==> config.mk <==
export PLATFORM = sky130hd
export DESIGN_NAME = astro_input_top
export DESIGN_NICKNAME = d
export VERILOG_FILES = /design/src/astro_ctrl_pkg.sv /design/src/astro_bus_pkg.sv /design/src/astro_input_top.sv /design/src/switch_matrix.sv /design/src/ps2_button_decoder.sv /design/src/host_config_regs.sv
export SDC_FILE = /design/constraint.sdc
export NUM_CORES = 1
export LEC_CHECK = 0
export BUFFER_PORTS_ARGS = -buffer_cell sky130_fd_sc_hd__buf_2
export CAP_MARGIN = 20
export CORE_ASPECT_RATIO = 1.25
export CORE_MARGIN = 2
export CORE_UTILIZATION = 45
export CTS_CLUSTER_SIZE = 14
export DETAILED_ROUTE_END_ITERATION = 16
export GPL_TIMING_DRIVEN = 0
export HOLD_SLACK_MARGIN = 0.12
export PLACE_DENSITY = 0.69
export SYNTH_ARGS = -nofsm -noshare
export SYNTH_HDL_FRONTEND = slang
export SYNTH_HIERARCHICAL = 1
export SYNTH_SLANG_ARGS = --single-unit
export TNS_END_PERCENT = 5
==> constraint.sdc <==
create_clock -name clk_sys -period 2.52 [get_ports clk_sys]
set_clock_uncertainty 0.05 [all_clocks]
set_input_delay 0.378 -clock clk_sys [delete_from_list [all_inputs] [get_ports clk_sys]]
set_output_delay 0.378 -clock clk_sys [all_outputs]
set_load 0.005 [all_outputs]
==> src/astro_ctrl_pkg.sv <==
/* Player control definitions
   Game identifiers, button bundle, PS/2 key codes and switch matrix codes */

package astro_ctrl_pkg;

	// ====================
	// Game identifiers
	// ====================

	// Values match what the host loader writes
	typedef enum logic [7:0] {
		none        = 8'd0,
		extra_bases = 8'd1,
		seawolf2    = 8'd2,
		space_zap   = 8'd3,
		gorf        = 8'd4,
		wow         = 8'd5,
		robby       = 8'd6
	} game_id_t;

	// One player's buttons, active high
	typedef struct packed {
		logic up;
		logic down;
		logic left;
		logic right;
		logic fire1;
		logic fire2;
		logic start;
		logic coin;
		// Spare bit, always zero
		logic pad;
	} player_btn_t;

	// ====================
	// PS/2 key codes
	// ====================

	// Cursor keys carry the E0 prefix in bit 8
	localparam logic [8:0] KEY_UP    = 9'h175;
	localparam logic [8:0] KEY_DOWN  = 9'h172;
	localparam logic [8:0] KEY_LEFT  = 9'h16B;
	localparam logic [8:0] KEY_RIGHT = 9'h174;
	// Player 1 fire buttons
	localparam logic [8:0] KEY_CTRL  = 9'h014;
	localparam logic [8:0] KEY_SPACE = 9'h029;
	// Function keys for start and coin
	localparam logic [8:0] KEY_F1    = 9'h005;
	localparam logic [8:0] KEY_F2    = 9'h006;
	localparam logic [8:0] KEY_F3    = 9'h004;
	// Arcade panel style keys
	localparam logic [8:0] KEY_1     = 9'h016;
	localparam logic [8:0] KEY_2     = 9'h01E;
	localparam logic [8:0] KEY_5     = 9'h02E;
	// Player 2 stick and fire
	localparam logic [8:0] KEY_R     = 9'h02D;
	localparam logic [8:0] KEY_F     = 9'h02B;
	localparam logic [8:0] KEY_D     = 9'h023;
	localparam logic [8:0] KEY_G     = 9'h034;
	localparam logic [8:0] KEY_A     = 9'h01C;
	localparam logic [8:0] KEY_S     = 9'h01B;

	// ====================
	// Switch matrix
	// ====================

	// One-hot column strobes from the CPU
	localparam logic [7:0] COL_0 = 8'h01;
	localparam logic [7:0] COL_1 = 8'h02;
	localparam logic [7:0] COL_2 = 8'h04;
	localparam logic [7:0] COL_3 = 8'h08;
	// Nothing pressed, switches open
	localparam logic [7:0] ROW_IDLE = 8'hFF;

endpackage

==> src/astro_bus_pkg.sv <==
/* Host configuration bus
   Wishbone classic request and response structs and the register map */

package astro_bus_pkg;

	// ====================
	// Bus widths
	// ====================

	// Five address bits cover banks and game register
	localparam int ADR_W = 5;
	// Byte-wide data path
	localparam int DAT_W = 8;

	// ====================
	// Register map
	// ====================

	// First DIP bank, banks follow at consecutive addresses
	localparam int CFG_ADR_DIP_BASE = 0;
	// Number of DIP banks
	localparam int DIP_BANKS = 8;
	// Game identifier register
	localparam int CFG_ADR_GAME = 16;

	// ====================
	// Bus structs
	// ====================

	// Master to slave
	typedef struct packed {
		logic             cyc;
		logic             stb;
		logic             we;
		logic [ADR_W-1:0] adr;
		logic [DAT_W-1:0] dat_w;
	} wb_req_t;

	// Slave to master
	typedef struct packed {
		logic             ack;
		logic [DAT_W-1:0] dat_r;
	} wb_rsp_t;

endpackage
==> src/astro_input_top.sv <==
/* Player input top level
   Config registers, keyboard decoder and switch matrix */

module astro_input_top (
	input  logic                   clk_sys,
	input  logic                   reset,
	input  astro_bus_pkg::wb_req_t wb_req,
	output astro_bus_pkg::wb_rsp_t wb_rsp,
	input  logic [10:0]            ps2_key,
	input  logic [15:0]            joystick_0,
	input  logic [15:0]            joystick_1,
	input  logic                   speech_busy,
	input  logic [7:0]             col_select,
	output logic [7:0]             row_data
);

	// Config to matrix
	logic [astro_bus_pkg::DIP_BANKS-1:0][7:0] dip;
	astro_ctrl_pkg::game_id_t                 game;
	// Decoder to matrix
	astro_ctrl_pkg::player_btn_t              kbd_p1;
	astro_ctrl_pkg::player_btn_t              kbd_p2;

	host_config_regs i_host_config_regs (
		.clk_sys (clk_sys),
		.reset   (reset),
		.wb_req  (wb_req),
		.wb_rsp  (wb_rsp),
		.dip     (dip),
		.game    (game)
	);

	ps2_button_decoder i_ps2_button_decoder (
		.clk_sys (clk_sys),
		.reset   (reset),
		.ps2_key (ps2_key),
		.kbd_p1  (kbd_p1),
		.kbd_p2  (kbd_p2)
	);

	switch_matrix i_switch_matrix (
		.clk_sys     (clk_sys),
		.reset       (reset),
		.dip         (dip),
		.game        (game),
		.kbd_p1      (kbd_p1),
		.kbd_p2      (kbd_p2),
		.joystick_0  (joystick_0),
		.joystick_1  (joystick_1),
		.speech_busy (speech_busy),
		.col_select  (col_select),
		.row_data    (row_data)
	);

endmodule

==> src/switch_matrix.sv <==
/* Switch matrix
   Merges keys with joysticks and answers the selected column per game */

module switch_matrix (
	input  logic                                    clk_sys,
	input  logic                                    reset,
	input  logic [astro_bus_pkg::DIP_BANKS-1:0][7:0] dip,
	input  astro_ctrl_pkg::game_id_t                game,
	input  astro_ctrl_pkg::player_btn_t             kbd_p1,
	input  astro_ctrl_pkg::player_btn_t             kbd_p2,
	input  logic [15:0]                             joystick_0,
	input  logic [15:0]                             joystick_1,
	input  logic                                    speech_busy,
	input  logic [7:0]                              col_select,
	output logic [7:0]                              row_data
);

	astro_ctrl_pkg::player_btn_t b1;
	astro_ctrl_pkg::player_btn_t b2;
	logic [7:0] d2;
	logic [7:0] row0;
	logic [7:0] row1;
	logic [7:0] row2;
	logic       game_known;

	// ====================
	// Button merge
	// ====================

	// Stick bits 0..5 are R, L, D, U, fire1, fire2
	always_comb begin
		b1.right = kbd_p1.right | joystick_0[0];
		b1.left  = kbd_p1.left  | joystick_0[1];
		b1.down  = kbd_p1.down  | joystick_0[2];
		b1.up    = kbd_p1.up    | joystick_0[3];
		b1.fire1 = kbd_p1.fire1 | joystick_0[4];
		b1.fire2 = kbd_p1.fire2 | joystick_0[5];
		// Start and coin buttons live on stick 0 only
		b1.start = kbd_p1.start | joystick_0[6];
		b1.coin  = kbd_p1.coin  | joystick_0[8];
		b1.pad   = 1'b0;

		b2.right = kbd_p2.right | joystick_1[0];
		b2.left  = kbd_p2.left  | joystick_1[1];
		b2.down  = kbd_p2.down  | joystick_1[2];
		b2.up    = kbd_p2.up    | joystick_1[3];
		b2.fire1 = kbd_p2.fire1 | joystick_1[4];
		b2.fire2 = kbd_p2.fire2 | joystick_1[5];
		b2.start = kbd_p2.start | joystick_0[7];
		b2.coin  = kbd_p2.coin;
		b2.pad   = 1'b0;
	end

	// Game option bank
	assign d2 = dip[2];

	// ====================
	// Per-game rows
	// ====================

	// Switches pull low when closed, so buttons are inverted
	always_comb begin
		game_known = 1'b1;
		row0 = astro_ctrl_pkg::ROW_IDLE;
		row1 = astro_ctrl_pkg::ROW_IDLE;
		row2 = astro_ctrl_pkg::ROW_IDLE;
		case (game)
			astro_ctrl_pkg::space_zap: begin
				row0 = {2'b11, ~b2.start, ~b1.start, d2[1], 1'b1, ~b1.coin, 1'b1};
				row1 = {3'b111, ~b2.fire1, ~b2.right, ~b2.left, ~b2.down, ~b2.up};
				row2 = {2'b11, d2[0], ~b1.fire1, ~b1.right, ~b1.left, ~b1.down, ~b1.up};
			end
			astro_ctrl_pkg::wow: begin
				// Second fire reads active high on this board
				row0 = {d2[2], ~b2.start, ~b1.start, 1'b1, d2[1], 1'b1, ~b1.coin, 1'b1};
				row1 = {2'b11, ~b2.fire1, b2.fire2, ~b2.right, ~b2.left, ~b2.down, ~b2.up};
				row2 = {speech_busy, 1'b1, ~b1.fire1, b1.fire2,
					~b1.right, ~b1.left, ~b1.down, ~b1.up};
			end
			astro_ctrl_pkg::gorf: begin
				row0 = {d2[2], d2[0], ~b2.start, ~b1.start, 1'b1, d2[1], ~b1.coin, 1'b1};
				row1 = {3'b001, ~b2.fire1, ~b2.right, ~b2.left, ~b2.down, ~b2.up};
				row2 = {speech_busy, 2'b01, ~b1.fire1, ~b1.right, ~b1.left, ~b1.down, ~b1.up};
			end
			astro_ctrl_pkg::robby: begin
				row0 = {1'b0, ~b2.start, ~b1.start, 1'b1, d2[1], 1'b1, ~b1.coin, 1'b1};
				row1 = {2'b11, ~b2.fire1, 1'b1, ~b2.right, ~b2.left, ~b2.down, ~b2.up};
				row2 = {2'b11, ~b1.fire1, 1'b1, ~b1.right, ~b1.left, ~b1.down, ~b1.up};
			end
			default: begin
				// Dropped and unknown games
				game_known = 1'b0;
			end
		endcase
	end

	// ====================
	// Column select
	// ====================

	always_comb begin
		row_data = astro_ctrl_pkg::ROW_IDLE;
		if (game_known) begin
			case (col_select)
				astro_ctrl_pkg::COL_0: row_data = row0;
				astro_ctrl_pkg::COL_1: row_data = row1;
				astro_ctrl_pkg::COL_2: row_data = row2;
				// Column 3 is a plain DIP bank
				astro_ctrl_pkg::COL_3: row_data = dip[3];
				default: row_data = astro_ctrl_pkg::ROW_IDLE;
			endcase
		end
	end

	// CPU must never read a floating row
	a_row_known: assert property (@(posedge clk_sys) disable iff (reset)
		!$isunknown(row_data));

endmodule

==> src/ps2_button_decoder.sv <==
/* PS/2 button decoder
   Tracks key make and break events as held buttons for two players */

module ps2_button_decoder (
	input  logic                        clk_sys,
	input  logic                        reset,
	input  logic [10:0]                 ps2_key,
	output astro_ctrl_pkg::player_btn_t kbd_p1,
	output astro_ctrl_pkg::player_btn_t kbd_p2
);

	// One bit per decoded key
	typedef struct packed {
		logic up;
		logic down;
		logic left;
		logic right;
		logic ctrl;
		logic space;
		logic f1;
		logic f2;
		logic f3;
		logic k1;
		logic k2;
		logic k5;
		logic r;
		logic f;
		logic d;
		logic g;
		logic a;
		logic s;
	} key_held_t;

	logic       toggle_last;
	logic       key_event;
	logic       pressed;
	logic [8:0] code;
	key_held_t  hit;
	key_held_t  held;

	// Event fields
	assign pressed   = ps2_key[9];
	assign code      = ps2_key[8:0];
	// Bit 10 flips once per key event
	assign key_event = (ps2_key[10] != toggle_last);

	// ====================
	// Key match
	// ====================

	always_comb begin
		hit = '0;
		// Cursor keys match with or without the E0 prefix
		hit.up    = (code[7:0] == 8'(astro_ctrl_pkg::KEY_UP));
		hit.down  = (code[7:0] == 8'(astro_ctrl_pkg::KEY_DOWN));
		hit.left  = (code[7:0] == 8'(astro_ctrl_pkg::KEY_LEFT));
		hit.right = (code[7:0] == 8'(astro_ctrl_pkg::KEY_RIGHT));
		// Everything else needs the full code
		hit.ctrl  = (code == astro_ctrl_pkg::KEY_CTRL);
		hit.space = (code == astro_ctrl_pkg::KEY_SPACE);
		hit.f1    = (code == astro_ctrl_pkg::KEY_F1);
		hit.f2    = (code == astro_ctrl_pkg::KEY_F2);
		hit.f3    = (code == astro_ctrl_pkg::KEY_F3);
		hit.k1    = (code == astro_ctrl_pkg::KEY_1);
		hit.k2    = (code == astro_ctrl_pkg::KEY_2);
		hit.k5    = (code == astro_ctrl_pkg::KEY_5);
		hit.r     = (code == astro_ctrl_pkg::KEY_R);
		hit.f     = (code == astro_ctrl_pkg::KEY_F);
		hit.d     = (code == astro_ctrl_pkg::KEY_D);
		hit.g     = (code == astro_ctrl_pkg::KEY_G);
		hit.a     = (code == astro_ctrl_pkg::KEY_A);
		hit.s     = (code == astro_ctrl_pkg::KEY_S);
	end

	// ====================
	// Held state
	// ====================

	always_ff @(posedge clk_sys or posedge reset) begin
		if (reset) begin
			toggle_last <= 1'b0;
			held        <= '0;
		end else begin
			toggle_last <= ps2_key[10];
			if (key_event) begin
				// Make sets the matched key, break clears it
				held <= pressed ? (held | hit) : (held & ~hit);
			end
		end
	end

	// Two keys may share one button, so they are ORed
	always_comb begin
		kbd_p1.up    = held.up;
		kbd_p1.down  = held.down;
		kbd_p1.left  = held.left;
		kbd_p1.right = held.right;
		kbd_p1.fire1 = held.ctrl;
		kbd_p1.fire2 = held.space;
		kbd_p1.start = held.f1 | held.k1;
		kbd_p1.coin  = held.f3 | held.k5;
		kbd_p1.pad   = 1'b0;

		kbd_p2.up    = held.r;
		kbd_p2.down  = held.f;
		kbd_p2.left  = held.d;
		kbd_p2.right = held.g;
		kbd_p2.fire1 = held.a;
		kbd_p2.fire2 = held.s;
		kbd_p2.start = held.f2 | held.k2;
		// Single coin slot, wired to player 1
		kbd_p2.coin  = 1'b0;
		kbd_p2.pad   = 1'b0;
	end

endmodule

==> src/host_config_regs.sv <==
/* Host configuration registers
   Wishbone classic slave holding the DIP banks and the game identifier */

module host_config_regs (
	input  logic                                    clk_sys,
	input  logic                                    reset,
	input  astro_bus_pkg::wb_req_t                  wb_req,
	output astro_bus_pkg::wb_rsp_t                  wb_rsp,
	output logic [astro_bus_pkg::DIP_BANKS-1:0][7:0] dip,
	output astro_ctrl_pkg::game_id_t                game
);

	// ====================
	// Sequencer
	// ====================

	typedef enum logic {
		ST_IDLE,
		ST_ACK
	} state_t;

	state_t state;
	logic   ack;
	logic   dip_sel;
	logic   game_sel;
	logic   wr_strobe;
	logic   [2:0] dip_idx;

	// Idle until a cycle starts then one ack cycle
	always_ff @(posedge clk_sys or posedge reset) begin
		if (reset) begin
			state <= ST_IDLE;
		end else begin
			case (state)
				ST_IDLE: begin
					if (wb_req.cyc && wb_req.stb) begin
						state <= ST_ACK;
					end
				end
				default: begin
					// Master drops stb after ack
					state <= ST_IDLE;
				end
			endcase
		end
	end

	assign ack = (state == ST_ACK);

	// ====================
	// Address decode
	// ====================

	// DIP banks sit at base .. base+7
	assign dip_sel = (int'(wb_req.adr) >= astro_bus_pkg::CFG_ADR_DIP_BASE) &&
		(int'(wb_req.adr) < astro_bus_pkg::CFG_ADR_DIP_BASE + astro_bus_pkg::DIP_BANKS);
	assign game_sel = (int'(wb_req.adr) == astro_bus_pkg::CFG_ADR_GAME);
	// Bank offset inside the DIP window
	assign dip_idx = 3'(int'(wb_req.adr) - astro_bus_pkg::CFG_ADR_DIP_BASE);

	// Write lands on the ack edge
	assign wr_strobe = ack && wb_req.cyc && wb_req.stb && wb_req.we;

	// ====================
	// Storage
	// ====================

	always_ff @(posedge clk_sys or posedge reset) begin
		if (reset) begin
			dip  <= '0;
			game <= astro_ctrl_pkg::none;
		end else if (wr_strobe) begin
			if (dip_sel) begin
				dip[dip_idx] <= wb_req.dat_w;
			end else if (game_sel) begin
				// Any byte is kept so unknown ids read back as written
				game <= astro_ctrl_pkg::game_id_t'(wb_req.dat_w);
			end
		end
	end

	// Read mux gives zero for holes and outside ack
	always_comb begin
		wb_rsp.ack   = ack;
		wb_rsp.dat_r = 8'h00;
		if (ack) begin
			if (dip_sel) begin
				wb_rsp.dat_r = dip[dip_idx];
			end else if (game_sel) begin
				wb_rsp.dat_r = 8'(game);
			end
		end
	end

	// ====================
	// Protocol checks
	// ====================

	// Master keeps the request up through the ack cycle
	a_req_held_at_ack: assert property (@(posedge clk_sys) disable iff (reset)
		wb_rsp.ack |-> (wb_req.cyc && wb_req.stb));

	// A held stb after ack would start a second transfer
	a_stb_drop_after_ack: assert property (@(posedge clk_sys) disable iff (reset)
		wb_rsp.ack |=> !wb_req.stb);

endmodule

== After elaboration in Yosys (flattened, before gate mapping) ==
Index checks and enable logic that the tools add are counted.
Storage, ports and cells
  flip-flop bits (word level): 92
  bits in latches: 0
  memory bits (writable): 0
  memory bits (read-only): 0
  output and inout bits: 17
  memories kept: 0
Operators by class
  add/sub/neg operators: 0
  multipliers: 0
  divide/modulo/power cells: 0
  $lt $le $gt $ge: 3
  equal/unequal tests: 28
  shift-type cells: 0
  multiplexer cells: 17
  bitwise logic cells: 35
  reductions and logical operators: 8
Operators by type and width (count)
  8-bit one-hot mux with 4 select lines: 4
  64-bit bitwise mux: 1
  9-bit by 6-bit equality test with 1-bit output (second input constant): 6
  8-bit 2-to-1 mux: 6
  9-bit by 5-bit equality test with 1-bit output (second input constant): 5
  8-bit by 3-bit equality test with 1-bit output (second input constant): 4
  8-bit by 7-bit equality test with 1-bit output (second input constant): 4
  9-bit by 3-bit equality test with 1-bit output (second input constant): 3
  8-bit binary-select mux with 3-bit select: 1
  8-bit demux with 3-bit select: 1
  18-bit AND: 1
  18-bit 2-to-1 mux: 1
  18-bit inverter: 1
  1-bit bitwise OR: 18
  18-bit bitwise OR: 1
  8-bit by 2-bit equality test with 1-bit output (second input constant): 2
  1-bit inverter: 14
  8-bit by 1-bit equality test with 1-bit output (second input constant): 1
  8-bit by 4-bit equality test with 1-bit output (second input constant): 1
  5-bit equality test (second input constant): 1
  1-bit logical AND: 5
  5-bit by 4-bit less-than comparator with 1-bit output (second input constant): 1
  3-bit by 4-bit less-than comparator with 1-bit output (second input constant): 1
  4-bit OR reduction: 1
  5 further kinds: 7

== Longest topological paths before layout ==
  word-level depth: 6
  depth in mapped cells: 6
  depth with buffers taken out: 6

== Hierarchy ==
Netlist, hierarchy kept.
By module, submodules not included
  host_config_regs: times used 1, cells each 236, area an instance 3483.3 um2
  ps2_button_decoder: times used 1, cells each 98, area an instance 1151.1 um2
  switch_matrix: times used 1, cells each 101, area an instance 604.3 um2

== Worst setup path before layout ==
Ideal clock, no wire load.
  path type: in2out
  start: input port col_select[5]
  end: output port row_data[4]
  arrival: 2015 ps
  data required time: 2092 ps
  slack: 77 ps
  stages: 6
  cells stage by stage: or4_4 buf_6 or3_4 or2_1 o311a_1 nand4_1
Between the ends
  cells in the longest elaborated chain, start to end: 3
RTL lines
  start: declaration: line astro_input_top.sv:13  | input logic [7:0] col_select,
  8-bit by 4-bit equality test with 1-bit output (tied with other cells): line switch_matrix.sv:104  | case (col_select)
  8-bit one-hot mux with 4 select lines *: line switch_matrix.sv:104
  8-bit 2-to-1 mux *: line switch_matrix.sv:103  | if (game_known) begin
  end: declaration: line astro_input_top.sv:14  | output logic [7:0] row_data
Mark *: on every way between the ends. The rest lies on a longest branch, timed or not.

== Worst setup path in the final report ==
  start: input port col_select[5]
  end: output port row_data[1]
The elaborated chain is that of the path after synthesis.

==> metrics <==
number of diodes=0; power share of the sequential group=46.2%; die width=100 um; Core Footprint=11200 sq um; Hold Worst Slack=0.140 ns; H-tree depth=3; vias=3873; Slew Viols, Final=0; share of layout cells above drive strength 1=48.2%; clk sink count=92; fmax=0.386 GHz; first-pass GRT wire length=20.6 mm; # fillers=961; initial core utilization=46.6%; final setup margin=-0.0695 ns; Root Buffer=clkbuf_16; Total GRT Usage=21.4%; Num CTS Buffers=9; Multi-input gate area=2780 sq um; fin util=55.5%; CP max stage delay=0.57 ns; required time of the critical path=2.09 ns; Internal=2.53 mW; RR Startpoint=i_host_config_regs/ack; Tcrit/Tclk final=103%; worst-margin pin slew=0.904 ns; clk_lat worst skew=0.34 ns; critical path launch point=col_select[5]; Setup CP Type=input pin to primary output; crit-path cells=buf_6 > or4_4 > or3_4 > or2_4 > or3_1 > nand4_1 > buf_2; register area=2300 sq um; post-DP HPWL=9.32 mm; startpoint class of the critical path=input pin; Final Hold Viols=0; critical path depth in cells=7; initial antenna violation count=0; Post-Synthesis Cells=431; DR iter-0 viols=157; worst path arrival time=2.16 ns; RSZ-0062 raised after global routing=yes; post-route minimum period=2.59 ns; post-route ant nets=0; max-capacitance violation count=0; failing checks=negative setup slack; largest net degree at the start of global routing=74; sw frac=23.8%; Final Net Count=584; P per Cell Area=535 nW/um^2; routed len/inst=19.6 um; clock share of power=43.6%; router iterations before antenna repair=4; post-route cell area=6210 sq um; Leakage Power=2.92 nW; CTS tree=built; die footprint=12500 sq um; clk slew on worst S/H paths=0.06 ns; WP buf/inv=2; die height=124 um; Power, Total=3.33 mW; Comb pwr share=10.2%; Synthesized Nets=501; critical path capture point type=primary output; Placed Area=5720 sq um; Synth Warn #=6; slew margin rel.=39.8%; R2R depth=4; CP top delay family=simple AND/OR/NAND/NOR gates; Final setup violation count=7; GR Overflow Total=0; clk buf depth=2; routability cong.=0.884; # rows=43; setup slack, reg-to-reg=0.55 ns; RR Endpoint=i_host_config_regs/dip[41]; synthesized cell area=5210 sq um; detailed-route wire length=12.8 mm; Vias per Instance=5.92; status=finished, violations left; synthesized area per cell=12.1 sq um; drt drc=0; Worst Hold Class=input pin to async pin; vias in the first global route=3887; Placement Setup Slack=-0.294 ns; crit path max-delay cell type=or4_4; Buffers on Ports=68; Worst Path Max Fanout=5; Area Overhead vs Synth=19.2%; peak supply drop=0.425 mV; Psw=793 uW; num ports=87
[how the worst max path moves through the flow]
stage / slack (ns) / end
4_1_cts: -0.11 / row_data[0]
3_5_place_dp: -0.29 / row_data[4]
5_1_grt: -0.14 / row_data[0]
2_1_floorplan: 0.08 / row_data[4]
3_3_place_gp: -0.54 / i_host_config_regs/dip[10]
6_report: -0.07 / row_data[1]
[power groups by stage]
stage / sequential, mW / clock, mW / combinational (mW)
3_3_place_gp: 1.56 / 0 / 0.318
2_1_floorplan: 1.56 / 0 / 0.193
6_report: 1.54 / 1.45 / 0.339
5_1_grt: 1.54 / 1.55 / 0.371
3_5_place_dp: 1.56 / 0 / 0.325
4_1_cts: 1.54 / 1.49 / 0.335
[repair_timing]
item | 4_1_cts | 5_1_grt
gates resized for setup | 19 | 14
buffers inserted | 3 | 1
setup endpoints to repair | 8 | 13
hold endpoints to repair | 1 | 0
pin swaps | 7 | 4
hold buffers | 1 | 0
[per-layer routing]
layer	up-vias	GRT usage, %	routed length, um
met5	-	0	0
met2	102	35.4	6430
met3	23	4.21	621
li1	1792	-	-
met4	0	8.46	361
met1	1956	27.5	5380
[layout make-up]
cell class,count,share of cell area (%)
multi-input cells,304,44.8
flip-flops and latches,92,37.1
repair buffers,73,6.32
clock buffers,9,3.63
plain buffers,28,3.46
well taps,135,2.72
clock inverters,7,1.59
inverters,6,0.403
[cell usage in the layout, fill, tap and decap left out, drive strengths merged, types with 6 or more instances in the layout]
master	count
mux4	8
mux2	90
nor4b	6
a32o	8
nand2b	15
nand3	6
inv	8
dfrtp	92
nand4	27
clkbuf	11
nor3	11
o21ai	12
mux2i	16
a21oi	12
or2	6
nand2	17
nor2b	6
buf	98
nor2	17
[stage by stage]
stage	setup TNS, ns	std cells
after floorplan	0	431
after global placement	-40.77	634
after detailed placement	-1.59	634
after CTS	-0.501	653
after global routing	-0.841	654
final	-0.320	654
Power figures use the tool's default switching activity.
